File: config.mk
export PLATFORM = sky130hd
export DESIGN_NAME = ieu
export DESIGN_NICKNAME = d
export VERILOG_FILES = /design/src/ieu_pkg.sv /design/src/ieu_ctrl.sv /design/src/ieu_opsel.sv /design/src/ieu_ex.sv /design/src/ieu.sv
export SDC_FILE = /design/constraint.sdc
export NUM_CORES = 1
export LEC_CHECK = 0
export ABC_AREA = 1
export BUFFER_PORTS_ARGS = -buffer_cell sky130_fd_sc_hd__buf_2
export CORE_ASPECT_RATIO = 0.6
export CORE_MARGIN = 2
export CORE_UTILIZATION = 40
export DETAILED_ROUTE_END_ITERATION = 7
export GPL_ROUTABILITY_DRIVEN = 0
export MAX_ROUTING_LAYER = met4
export PLACE_DENSITY = 0.57
export SETUP_SLACK_MARGIN = 0.2
export SLEW_MARGIN = 20
export SYNTH_ARGS = -nofsm -noshare
export SYNTH_HDL_FRONTEND = slang
export SYNTH_HIERARCHICAL = 1
export SYNTH_SLANG_ARGS = --single-unit
File: constraint.sdc
create_clock -name clk -period 6.7 [get_ports clk]
set_clock_uncertainty 0.1 [all_clocks]
set_input_delay 1.34 -clock clk [delete_from_list [all_inputs] [get_ports clk]]
set_output_delay 1.34 -clock clk [all_outputs]
set_load 0.05 [all_outputs]
File: src/ieu_pkg.sv
// Shared widths, opcode and ALU function encodings, and stage structs for the integer unit
package ieu_pkg;

    // ==============================
    // Widths
    // ==============================

    localparam int DATA_WIDTH    = 32;
    localparam int ADDR_WIDTH    = 32;
    localparam int ROB_IDX_WIDTH = 5;
    localparam int SHAMT_WIDTH   = 5;

    // ==============================
    // Encodings
    // ==============================

    // Operation classes as presented by the issue port
    typedef enum logic [2:0] {
        OPC_REG    = 3'd0,
        OPC_IMM    = 3'd1,
        OPC_LUI    = 3'd2,
        OPC_AUIPC  = 3'd3,
        OPC_JAL    = 3'd4,
        OPC_JALR   = 3'd5,
        OPC_BRANCH = 3'd6
    } opcode_t;

    // Compare functions return 0 or 1 in bit 0 of the result
    typedef enum logic [3:0] {
        ADD = 4'd0,
        SUB = 4'd1,
        AND = 4'd2,
        OR  = 4'd3,
        XOR = 4'd4,
        SLL = 4'd5,
        SRL = 4'd6,
        SRA = 4'd7,
        EQ  = 4'd8,
        NE  = 4'd9,
        LT  = 4'd10,
        LTU = 4'd11,
        GE  = 4'd12,
        GEU = 4'd13
    } alu_func_t;

    // ==============================
    // Stage structs
    // ==============================

    typedef struct packed {
        opcode_t                  opcode;
        logic [2:0]               funct3;
        logic                     funct7_5;
        logic [DATA_WIDTH-1:0]    rs1;
        logic [DATA_WIDTH-1:0]    rs2;
        logic [ADDR_WIDTH-1:0]    iaddr;
        logic [DATA_WIDTH-1:0]    imm;
        logic [ROB_IDX_WIDTH-1:0] tag;
        logic                     valid;
    } ieu_issue_t;

    typedef struct packed {
        alu_func_t alu_func;
        logic      jmp;
        logic      br;
        logic      valid;
    } ieu_ctrl_t;

    typedef struct packed {
        logic [DATA_WIDTH-1:0]    src_a;
        logic [DATA_WIDTH-1:0]    src_b;
        logic [ADDR_WIDTH-1:0]    iaddr;
        logic [DATA_WIDTH-1:0]    imm_b;
        logic [SHAMT_WIDTH-1:0]   shamt;
        logic [ROB_IDX_WIDTH-1:0] tag;
    } ieu_opnd_t;

    typedef struct packed {
        logic [DATA_WIDTH-1:0]    data;
        logic [ADDR_WIDTH-1:0]    addr;
        logic [ROB_IDX_WIDTH-1:0] tag;
        logic                     redirect;
        logic                     valid;
    } ieu_result_t;

endpackage

File: src/ieu_ctrl.sv
// Decode-stage control, turns the issued operation class into ALU function and jump/branch flags
`timescale 1ns/1ps

module ieu_ctrl (
    input  logic                   clk,
    input  logic                   n_rst,

    input  logic                   i_flush,
    input  ieu_pkg::ieu_issue_t    i_issue,

    output ieu_pkg::ieu_ctrl_t     o_ctrl
);

    logic                  sub_en;
    ieu_pkg::alu_func_t    arith_func;
    ieu_pkg::alu_func_t    br_func;
    ieu_pkg::alu_func_t    alu_func;
    logic                  jmp;
    logic                  br;

    ieu_pkg::alu_func_t    func_q;
    logic                  jmp_q;
    logic                  br_q;
    logic                  valid_q;

    // Immediate ops have no subtract, so funct7 bit 5 only picks SRA there
    assign sub_en = i_issue.funct7_5 & (i_issue.opcode == ieu_pkg::OPC_REG);

    // ==============================
    // Function decode
    // ==============================

    always_comb begin
        case (i_issue.funct3)
            3'b000:  arith_func = sub_en ? ieu_pkg::SUB : ieu_pkg::ADD;
            3'b001:  arith_func = ieu_pkg::SLL;
            3'b010:  arith_func = ieu_pkg::LT;
            3'b011:  arith_func = ieu_pkg::LTU;
            3'b100:  arith_func = ieu_pkg::XOR;
            3'b101:  arith_func = i_issue.funct7_5 ? ieu_pkg::SRA : ieu_pkg::SRL;
            3'b110:  arith_func = ieu_pkg::OR;
            default: arith_func = ieu_pkg::AND;
        endcase
    end

    always_comb begin
        case (i_issue.funct3)
            3'b000:  br_func = ieu_pkg::EQ;
            3'b001:  br_func = ieu_pkg::NE;
            3'b100:  br_func = ieu_pkg::LT;
            3'b101:  br_func = ieu_pkg::GE;
            3'b110:  br_func = ieu_pkg::LTU;
            3'b111:  br_func = ieu_pkg::GEU;
            // Unused branch encoding, the ALU returns 0 so it never redirects
            default: br_func = ieu_pkg::alu_func_t'(4'hf);
        endcase
    end

    always_comb begin
        alu_func = ieu_pkg::ADD;
        jmp      = 1'b0;
        br       = 1'b0;
        case (i_issue.opcode)
            ieu_pkg::OPC_REG:    alu_func = arith_func;
            ieu_pkg::OPC_IMM:    alu_func = arith_func;
            ieu_pkg::OPC_JAL:    jmp      = 1'b1;
            ieu_pkg::OPC_JALR:   jmp      = 1'b1;
            ieu_pkg::OPC_BRANCH: begin
                alu_func = br_func;
                br       = 1'b1;
            end
            default:             alu_func = ieu_pkg::ADD;
        endcase
    end

    // ==============================
    // Decode register
    // ==============================

    always_ff @(posedge clk) begin
        if (~n_rst) valid_q <= 1'b0;
        else        valid_q <= i_issue.valid & ~i_flush;
    end

    always_ff @(posedge clk) begin
        func_q <= alu_func;
        jmp_q  <= jmp;
        br_q   <= br;
    end

    assign o_ctrl = '{alu_func: func_q, jmp: jmp_q, br: br_q, valid: valid_q};

endmodule

File: src/ieu_opsel.sv
// Decode-stage operand select that registers the ALU sources and address fields for execute
`timescale 1ns/1ps

module ieu_opsel (
    input  logic                   clk,

    input  ieu_pkg::ieu_issue_t    i_issue,

    output ieu_pkg::ieu_opnd_t     o_opnd
);

    logic [ieu_pkg::DATA_WIDTH-1:0]  src_a;
    logic [ieu_pkg::DATA_WIDTH-1:0]  src_b;
    logic [ieu_pkg::SHAMT_WIDTH-1:0] shamt;

    // Source A is zero for LUI and the instruction address for PC-relative ops
    always_comb begin
        case (i_issue.opcode)
            ieu_pkg::OPC_LUI:   src_a = '0;
            ieu_pkg::OPC_AUIPC: src_a = i_issue.iaddr;
            ieu_pkg::OPC_JAL:   src_a = i_issue.iaddr;
            default:            src_a = i_issue.rs1;
        endcase
    end

    // Only register ops and branches take rs2 as source B
    always_comb begin
        case (i_issue.opcode)
            ieu_pkg::OPC_REG:    src_b = i_issue.rs2;
            ieu_pkg::OPC_BRANCH: src_b = i_issue.rs2;
            default:             src_b = i_issue.imm;
        endcase
    end

    // Immediate ops already carry the immediate as source B, so it supplies their shift amount
    assign shamt = src_b[ieu_pkg::SHAMT_WIDTH-1:0];

    // Validity travels in the control register and only the payload is held here
    always_ff @(posedge clk) begin
        o_opnd.src_a <= src_a;
        o_opnd.src_b <= src_b;
        o_opnd.iaddr <= i_issue.iaddr;
        o_opnd.imm_b <= i_issue.imm;
        o_opnd.shamt <= shamt;
        o_opnd.tag   <= i_issue.tag;
    end

endmodule

File: src/ieu_ex.sv
// Execute stage, runs the ALU and resolves jumps and branches into data, target and redirect
`timescale 1ns/1ps

module ieu_ex (
    input  logic                   clk,
    input  logic                   n_rst,

    input  logic                   i_flush,
    input  ieu_pkg::ieu_ctrl_t     i_ctrl,
    input  ieu_pkg::ieu_opnd_t     i_opnd,

    output ieu_pkg::ieu_result_t   o_result
);

    localparam int DW = ieu_pkg::DATA_WIDTH;

    logic [DW-1:0]                      result;
    logic [2*DW-1:0]                    e_src_a;
    logic signed [DW-1:0]               s_src_a;
    logic signed [DW-1:0]               s_src_b;
    logic                               cmp;

    logic [DW-1:0]                      data_q;
    logic [ieu_pkg::ADDR_WIDTH-1:0]     addr_q;
    logic [ieu_pkg::ROB_IDX_WIDTH-1:0]  tag_q;
    logic                               redirect_q;
    logic                               valid_q;

    // Sign-extended copy of source A, shifting it right gives SRA
    assign e_src_a = {{DW{i_opnd.src_a[DW-1]}}, i_opnd.src_a};
    assign s_src_a = i_opnd.src_a;
    assign s_src_b = i_opnd.src_b;

    // ==============================
    // ALU
    // ==============================

    always_comb begin
        cmp    = 1'b0;
        result = '0;
        case (i_ctrl.alu_func)
            ieu_pkg::ADD: result = i_opnd.src_a + i_opnd.src_b;
            ieu_pkg::SUB: result = i_opnd.src_a - i_opnd.src_b;
            ieu_pkg::AND: result = i_opnd.src_a & i_opnd.src_b;
            ieu_pkg::OR:  result = i_opnd.src_a | i_opnd.src_b;
            ieu_pkg::XOR: result = i_opnd.src_a ^ i_opnd.src_b;
            ieu_pkg::SLL: result = i_opnd.src_a << i_opnd.shamt;
            ieu_pkg::SRL: result = i_opnd.src_a >> i_opnd.shamt;
            ieu_pkg::SRA: result = DW'(e_src_a >> i_opnd.shamt);
            ieu_pkg::EQ:  cmp    = i_opnd.src_a == i_opnd.src_b;
            ieu_pkg::NE:  cmp    = i_opnd.src_a != i_opnd.src_b;
            ieu_pkg::LT:  cmp    = s_src_a < s_src_b;
            ieu_pkg::LTU: cmp    = i_opnd.src_a < i_opnd.src_b;
            ieu_pkg::GE:  cmp    = s_src_a >= s_src_b;
            ieu_pkg::GEU: cmp    = i_opnd.src_a >= i_opnd.src_b;
            default:      result = '0;
        endcase
        if (cmp) result = {{(DW-1){1'b0}}, 1'b1};
    end

    // ==============================
    // Result register
    // ==============================

    always_ff @(posedge clk) begin
        if (~n_rst) valid_q <= 1'b0;
        else        valid_q <= i_ctrl.valid & ~i_flush;
    end

    // Jumps link to the next instruction and redirect to the ALU target
    always_ff @(posedge clk) begin
        data_q     <= i_ctrl.jmp ? i_opnd.iaddr + 32'd4 : result;
        addr_q     <= i_ctrl.jmp ? {result[DW-1:1], 1'b0} : i_opnd.iaddr + i_opnd.imm_b;
        redirect_q <= i_ctrl.jmp | (i_ctrl.br & result[0]);
        tag_q      <= i_opnd.tag;
    end

    assign o_result = '{data: data_q, addr: addr_q, tag: tag_q,
                        redirect: redirect_q, valid: valid_q};

endmodule

File: src/ieu.sv
// Integer execution unit top level, connects decode control, operand select and execute
`timescale 1ns/1ps

module ieu (
    input  logic                   clk,
    input  logic                   n_rst,

    input  logic                   i_flush,
    input  ieu_pkg::ieu_issue_t    i_issue,

    output ieu_pkg::ieu_result_t   o_result
);

    // ==============================
    // Decode stage
    // ==============================

    ieu_pkg::ieu_ctrl_t ctrl;
    ieu_pkg::ieu_opnd_t opnd;

    ieu_ctrl u_ctrl (
        .clk     (clk),
        .n_rst   (n_rst),
        .i_flush (i_flush),
        .i_issue (i_issue),
        .o_ctrl  (ctrl)
    );

    ieu_opsel u_opsel (
        .clk     (clk),
        .i_issue (i_issue),
        .o_opnd  (opnd)
    );

    // ==============================
    // Execute stage
    // ==============================

    ieu_ex u_ex (
        .clk      (clk),
        .n_rst    (n_rst),
        .i_flush  (i_flush),
        .i_ctrl   (ctrl),
        .i_opnd   (opnd),
        .o_result (o_result)
    );

endmodule

# --- Word level (Yosys, flattened, before mapping) ---
# Index checks and enable logic that the tools add are counted.
op_classes:
  n_reduce_logical: 7
  mux: 14
  n_div: 0
  n_eq_ne: 28
  n_addsub: 4
  n_lt_le_gt_ge: 4
  shifts: 3
  mul: 0
  bitwise_logic: 9
ops:
  columns: ["cell", "count"]
  rows:
  - ["$pmux W32 S8", 1]
  - ["$mux W32", 4]
  - ["$add A32 B32 Y32", 2]
  - ["$ge A32 B32 Y1", 2]
  - ["$lt A32 B32 Y1", 2]
  - ["$pmux W32 S2", 1]
  - ["$shr A64 B5 Y32", 1]
  - ["$add A32 B3 Y32 const B", 1]
  - ["$and A32 B32 Y32", 1]
  - ["$eq A32 B32 Y1", 1]
  - ["$ne A32 B32 Y1", 1]
  - ["$or A32 B32 Y32", 1]
  - ["$shl A32 B5 Y32", 1]
  - ["$shr A32 B5 Y32", 1]
  - ["$sub A32 B32 Y32", 1]
  - ["$xor A32 B32 Y32", 1]
  - ["$pmux W4 S7", 1]
  - ["$eq A4 B4 Y1 const B", 6]
  - ["$eq A3 B3 Y1 const B", 7]
  - ["$pmux W3 S6", 1]
  - ["$eq A4 B3 Y1 const B", 4]
  - ["$eq A3 B2 Y1 const B", 4]
  - ["$eq A4 B2 Y1 const B", 2]
  - ["$pmux W4 S2", 1]
  - ["10 further kinds", 21]
totals:
  n_memories: 0
  mem_bits_ro: 0
  ramBits: 0
  latch_bits: 0
  ff_bits: 216
  inputBits: 144

# --- Depth between registers and ports, before layout ---
logic_depth:
  depth_word: 5
  depth_mapped: 20
  mapped_depth_nobuf: 19

# --- Hierarchy ---
# Netlist, hierarchy kept.
by_module_without_submodules:
  columns: ["mod", "seq_area_each_um2", "cells_per_inst", "instances", "area_each_um2"]
  rows:
  - ["ieu_ex", 1421.4, 2563, 1, 14285.0]
  - ["ieu_opsel", 2662.6, 362, 1, 3762.4]
  - ["ieu_ctrl", 140.1, 48, 1, 325.3]

# --- Worst setup path before layout ---
# No wires, ideal clock.
synth_path:
  path_kind: "flip-flop to flip-flop"
  startpoint: "register u_opsel/o_opnd[6] (netlist name)"
  endpoint: "register u_ex.data_q[10]"
  period_less_slack_ns: 2.262
  path_buffers: 1
  t_arrival_ns: 2.049
  required_time_ns: 6.487
  path_slack_ns: 4.438
  stages_incl_launch_ff: 13
  path_cell_list: "dfxtp_1 -> buf_4 -> inv_1 -> fa_1 -> nand3_1 -> nand2_2 -> a21oi_1 -> o21ai_1 -> or2_0 -> a21oi_1 -> nand3_1 -> nand2_1 -> nand2_1"
synth_via:
  elab_chain_cells: 4
synth_rtl:
  columns: ["item", "line_no", "rtl"]
  rows:
  - ["from (decl)", "ieu_opsel.sv:9", "output ieu_pkg::ieu_opnd_t o_opnd"]
  - ["$shr A64 B5 Y32, or another cell as far along", "ieu_ex.sv:49", "ieu_pkg::SRA: result = DW'(e_src_a >> i_opnd.shamt);"]
  - ["$pmux W32 S8 *", "ieu_ex.sv:41", "case (i_ctrl.alu_func)"]
  - ["$mux W32 *", "ieu_ex.sv:58", "if (cmp) result = {{(DW-1){1'b0}}, 1'b1};"]
  - ["$mux W32 *", "ieu_ex.sv:72", "data_q <= i_ctrl.jmp ? i_opnd.iaddr + 32'd4 : result;"]
  - ["to (signal assigned)", "ieu_ex.sv:72", null]
  - ["to (decl)", "ieu_ex.sv:23", "logic [DW-1:0] data_q;"]
# Mark *: on every way between the ends. The rest lies on a longest branch, timed or not.
# A chain may end at the register's enable or synchronous reset.

# --- Final worst setup path ---
layout_path:
  startpoint: "register u_opsel/o_opnd[129] (netlist name)"
  endpoint: "register u_ex/addr_q[30] (netlist name)"
layout_via:
  elab_chain_cells: 4
layout_rtl:
  columns: ["item", "line_no", "rtl"]
  rows:
  - ["$sub A32 B32 Y32, or another cell as far along", "ieu_ex.sv:43", "ieu_pkg::SUB: result = i_opnd.src_a - i_opnd.src_b;"]
  - ["$pmux W32 S8 or $pmux W1 S6 (tied branches)", "ieu_ex.sv:41", null]
  - ["$mux W32 *", "ieu_ex.sv:58", null]
  - ["$mux W32 *", "ieu_ex.sv:73", "addr_q <= i_ctrl.jmp ? {result[DW-1:1], 1'b0} : i_opnd.iaddr + i_opnd.imm_b;"]
  - ["to (signal assigned)", "ieu_ex.sv:73", null]
  - ["to (decl)", "ieu_ex.sv:24", "logic [ieu_pkg::ADDR_WIDTH-1:0] addr_q;"]
# Marks and branches as above.

==> flow_summary.yaml <==
pwr:
  swShare: 0.482
  power_frac_comb: 0.466
  p_per_area_mw_per_mm2: 267
  p_sw_w: 0.00260
  ir_drop_mv: 0.152
  seq_power_share: 0.290
  p_clk_frac: 0.244
  leakage_nw: 10.1
  p_int_w: 0.00280
synthesis:
  syn-num-nets: 3248
  post_synth_num_cell_types: 62
  yosysSeqAreaShare: 0.230
  yosysWarnings: 6
  syn_area_sq_mm: 0.0184
  avgSynthCellArea_sq_um: 6.18
  synth-main-ff-cell: "dfxtp_1"
  async_reset_ff_frac: 0
  synth-edff-count: 0
  yosys_register_bits: 211
  synth_cells: 2973
drt:
  ant_nets: 0
  num_vias: 22035
  route.detailed.drc: 16
  first_pass_iters: 8
  via_per_inst: 5.95
  wl_microns: 89900
  drt-initial-drc-count: 4060
  routedWlPerCell_microns: 24.3
setup_path:
  cp_slowest_stage_delay_ns: 0.79
  r2r_end: "u_ex/addr_q[30]$_DFF_P_"
  worst_setup_path_end_kind: "register"
  arrival_ns: 4.28
  rr_worst_depth: 12
  critPathMaxFanout: 7
  path_class: "reg2reg"
  rr_startpoint: "u_opsel/o_opnd[129]$_DFF_P_"
  worstPathCellList: "inv_1 > ha_1 > nand2_1 > nor2_1 > and2_1 > nand3_1 > nand2_1 > nand2_1 > nand3_1 > nand3_1 > nand2_1 > nand2_1"
  rrSetupSlack_ns: 2.76
  cp.required_ns: 7.04
  cp-start-kind: "register"
  cp_slowest_cell: "dfxtp_1"
  crit_top_cell: "nand2_1"
clock_network:
  root_buffer: "clkbuf_16"
  numCtsBuffers: 22
  max-clock-path-buffers: 3
  clk_pin_slew_worst_paths_ns: 0.06
  clock-sinks: 211
  post_cts_buffers: 0
  cts-htree-levels: 1
  cts_resized: 0
  cts_hold_buf: 0
  clk_latency_ns: 0.55
  cts_tree: "done"
run_status:
  violations: "DRC"
  outcome: "complete, but fails checks"
global_routing:
  grt_max_degree: 69
  globalRouteOverflowTotal: 0
  antenna_found_initial: 4
  grt_pass1_vias: 19396
  track_usage: 0.376
  grt_pass1_wl_microns: 128000
floorplan:
  initial_core_util: 0.408
  rows: 60
  pin_count: 215
  coreArea_sq_mm: 0.0450
  die_y_microns: 170
  die_w_microns: 281
  die-area_sq_mm: 0.0477
cells_and_area:
  final_common_cell: "nand2_1"
  synthToLayoutAreaGrowth_pct: 10.4
  drive_gt1_frac: 0.130
  final_cell_mix: "nand2_1, nand3_1, inv_1, nor2_1, buf_2"
  nFillCells: 4863
  nets: 3369
sta:
  finalSetupViolations: 0
  rsz0062_at_grt: "false"
  fmax_mhz: 254
  slew_violations: 0
  fin_tns_setup_ns: 0
  timing.final.crit_share: 0.588
  tightest_slew_ns: 1.18
  hold_violations: 0
  whs_ns: 0.227
  fin_crit_ns: 3.94
  maxSlewHeadroom: 0.208
hold_path:
  hold_path_startpoint: "u_opsel/o_opnd[3]$_DFF_P_"
  min_path_type: "reg2reg"
  worstHoldEndpoint: "u_ex/tag_q[3]$_DFF_P_"
  min_path_cells: 0
placed_design:
  portBuffers: 214
  dp_hpwl_microns: 73600
flow_run:
  cap_viol_max_count: 0
==> state kept, by name, indices dropped and copies added (netlist names) <==
name / cells
u_ctrl/func_q: 4
u_ctrl/br_q: 1
u_ex/addr_q: 32
u_ex/valid_q: 1
u_ctrl/valid_q: 1
u_ex/data_q: 32
u_opsel/o_opnd: 133
u_ex/tag_q: 5
u_ctrl/jmp_q: 1
u_ex/redirect_q: 1
==> cells by family (layout without fill, tap and decap cells) <==
family,after synthesis,after routing,share of synthesized area
mux,10,10,0.00545
other cells,0,5,0
compound gates,435,435,0.142
xor+xnor,40,40,0.0191
flops,211,211,0.230
buf+inv,415,551,0.103
simple gates,1731,1731,0.410
fa+ha+maj,131,131,0.0904
==> worst max-delay path: cells and delay by family, from the launching register on <==
| family | cells | cell delay, ns |
|---|---|---|
| adder cells (fa/ha/maj) | 1 | 0.58 |
| buffers and inverters | 1 | 0.21 |
| flip-flops | 1 | 0.79 |
| AND/OR/NAND/NOR | 10 | 2.12 |
==> cells in the mapped netlist (18+ instances only) <==
cell type / number / area, sq um
o211ai_1: 21 / 158
inv_1: 261 / 980
buf_4: 23 / 173
nor2_2: 22 / 138
buf_2: 52 / 260
inv_2: 18 / 67.6
a21oi_1: 147 / 736
nor3_1: 42 / 210
ha_1: 128 / 1600
o21ai_1: 46 / 230
nor2_1: 233 / 875
o21ai_2: 20 / 175
dfxtp_1: 211 / 4220
xor2_1: 23 / 201
nand3_1: 426 / 2130
buf_6: 21 / 236
nand2_1: 896 / 3360
nand4_1: 31 / 194
o21ai_0: 107 / 536
clkbuf_1: 21 / 78.8
==> metrics by stage <==
stage	total power [W]	cell area, sq um	setup slack (ns)	util	cells
after floorplan	0.00320	18400	4.44	-	2973
after global placement	0.00396	19500	3.21	0.433	3659
after detailed placement	0.00396	19500	3.23	0.433	3659
after CTS	0.00529	20300	3.23	0.450	3698
after global routing	0.00563	20300	2.88	0.450	3702
final	0.00541	20300	2.76	0.450	3703
==> power groups by stage <==
stage	Combinational, W	Sequential [W]	Clock (W)
final	0.00252	0.00157	0.00132
after global routing	0.00266	0.00158	0.00139
after CTS	0.00238	0.00156	0.00134
after detailed placement	0.00237	0.00159	0
after global placement	0.00237	0.00159	0
after floorplan	0.00136	0.00184	0
==> metal layers <==
| layer | track usage | wire length, microns |
|---|---|---|
| met5 | - | 0 |
| met4 | 0.106 | 3180 |
| met3 | 0.192 | 16600 |
| met2 | 0.443 | 31300 |
| met1 | 0.535 | 38800 |
==> area by class of cell <==
| class | count | area [sq um] | share of cell area |
|---|---|---|---|
| multi-input cells | 2347 | 12300 | 0.605 |
| flip-flops and latches | 211 | 4230 | 0.209 |
| repair buffers | 231 | 1200 | 0.0591 |
| inverters | 281 | 1060 | 0.0521 |
| well taps | 589 | 737 | 0.0363 |
| clock buffers | 30 | 631 | 0.0311 |
| clock inverters | 9 | 131 | 0.00648 |
| diodes | 5 | 12.5 | 0.000617 |
==> how the worst max path moves through the flow <==
| stage | slack, ns | startpoint | endpoint | depth (start not counted) |
|---|---|---|---|---|
| 2_1_floorplan | 4.44 | u_opsel/o_opnd[6]$_DFF_P_ | u_ex/data_q[10]$_DFF_P_ | 12 |
| 3_3_place_gp | 3.21 | u_opsel/o_opnd[129]$_DFF_P_ | u_ex/addr_q[30]$_DFF_P_ | 12 |
| 3_5_place_dp | 3.23 | u_opsel/o_opnd[129]$_DFF_P_ | u_ex/addr_q[30]$_DFF_P_ | 12 |
| 4_1_cts | 3.23 | u_opsel/o_opnd[129]$_DFF_P_ | u_ex/addr_q[30]$_DFF_P_ | 12 |
| 5_1_grt | 2.88 | u_opsel/o_opnd[78]$_DFF_P_ | u_ex/addr_q[26]$_DFF_P_ | 13 |
| 6_report | 2.76 | u_opsel/o_opnd[129]$_DFF_P_ | u_ex/addr_q[30]$_DFF_P_ | 12 |
Power figures use the tool's default switching activity.
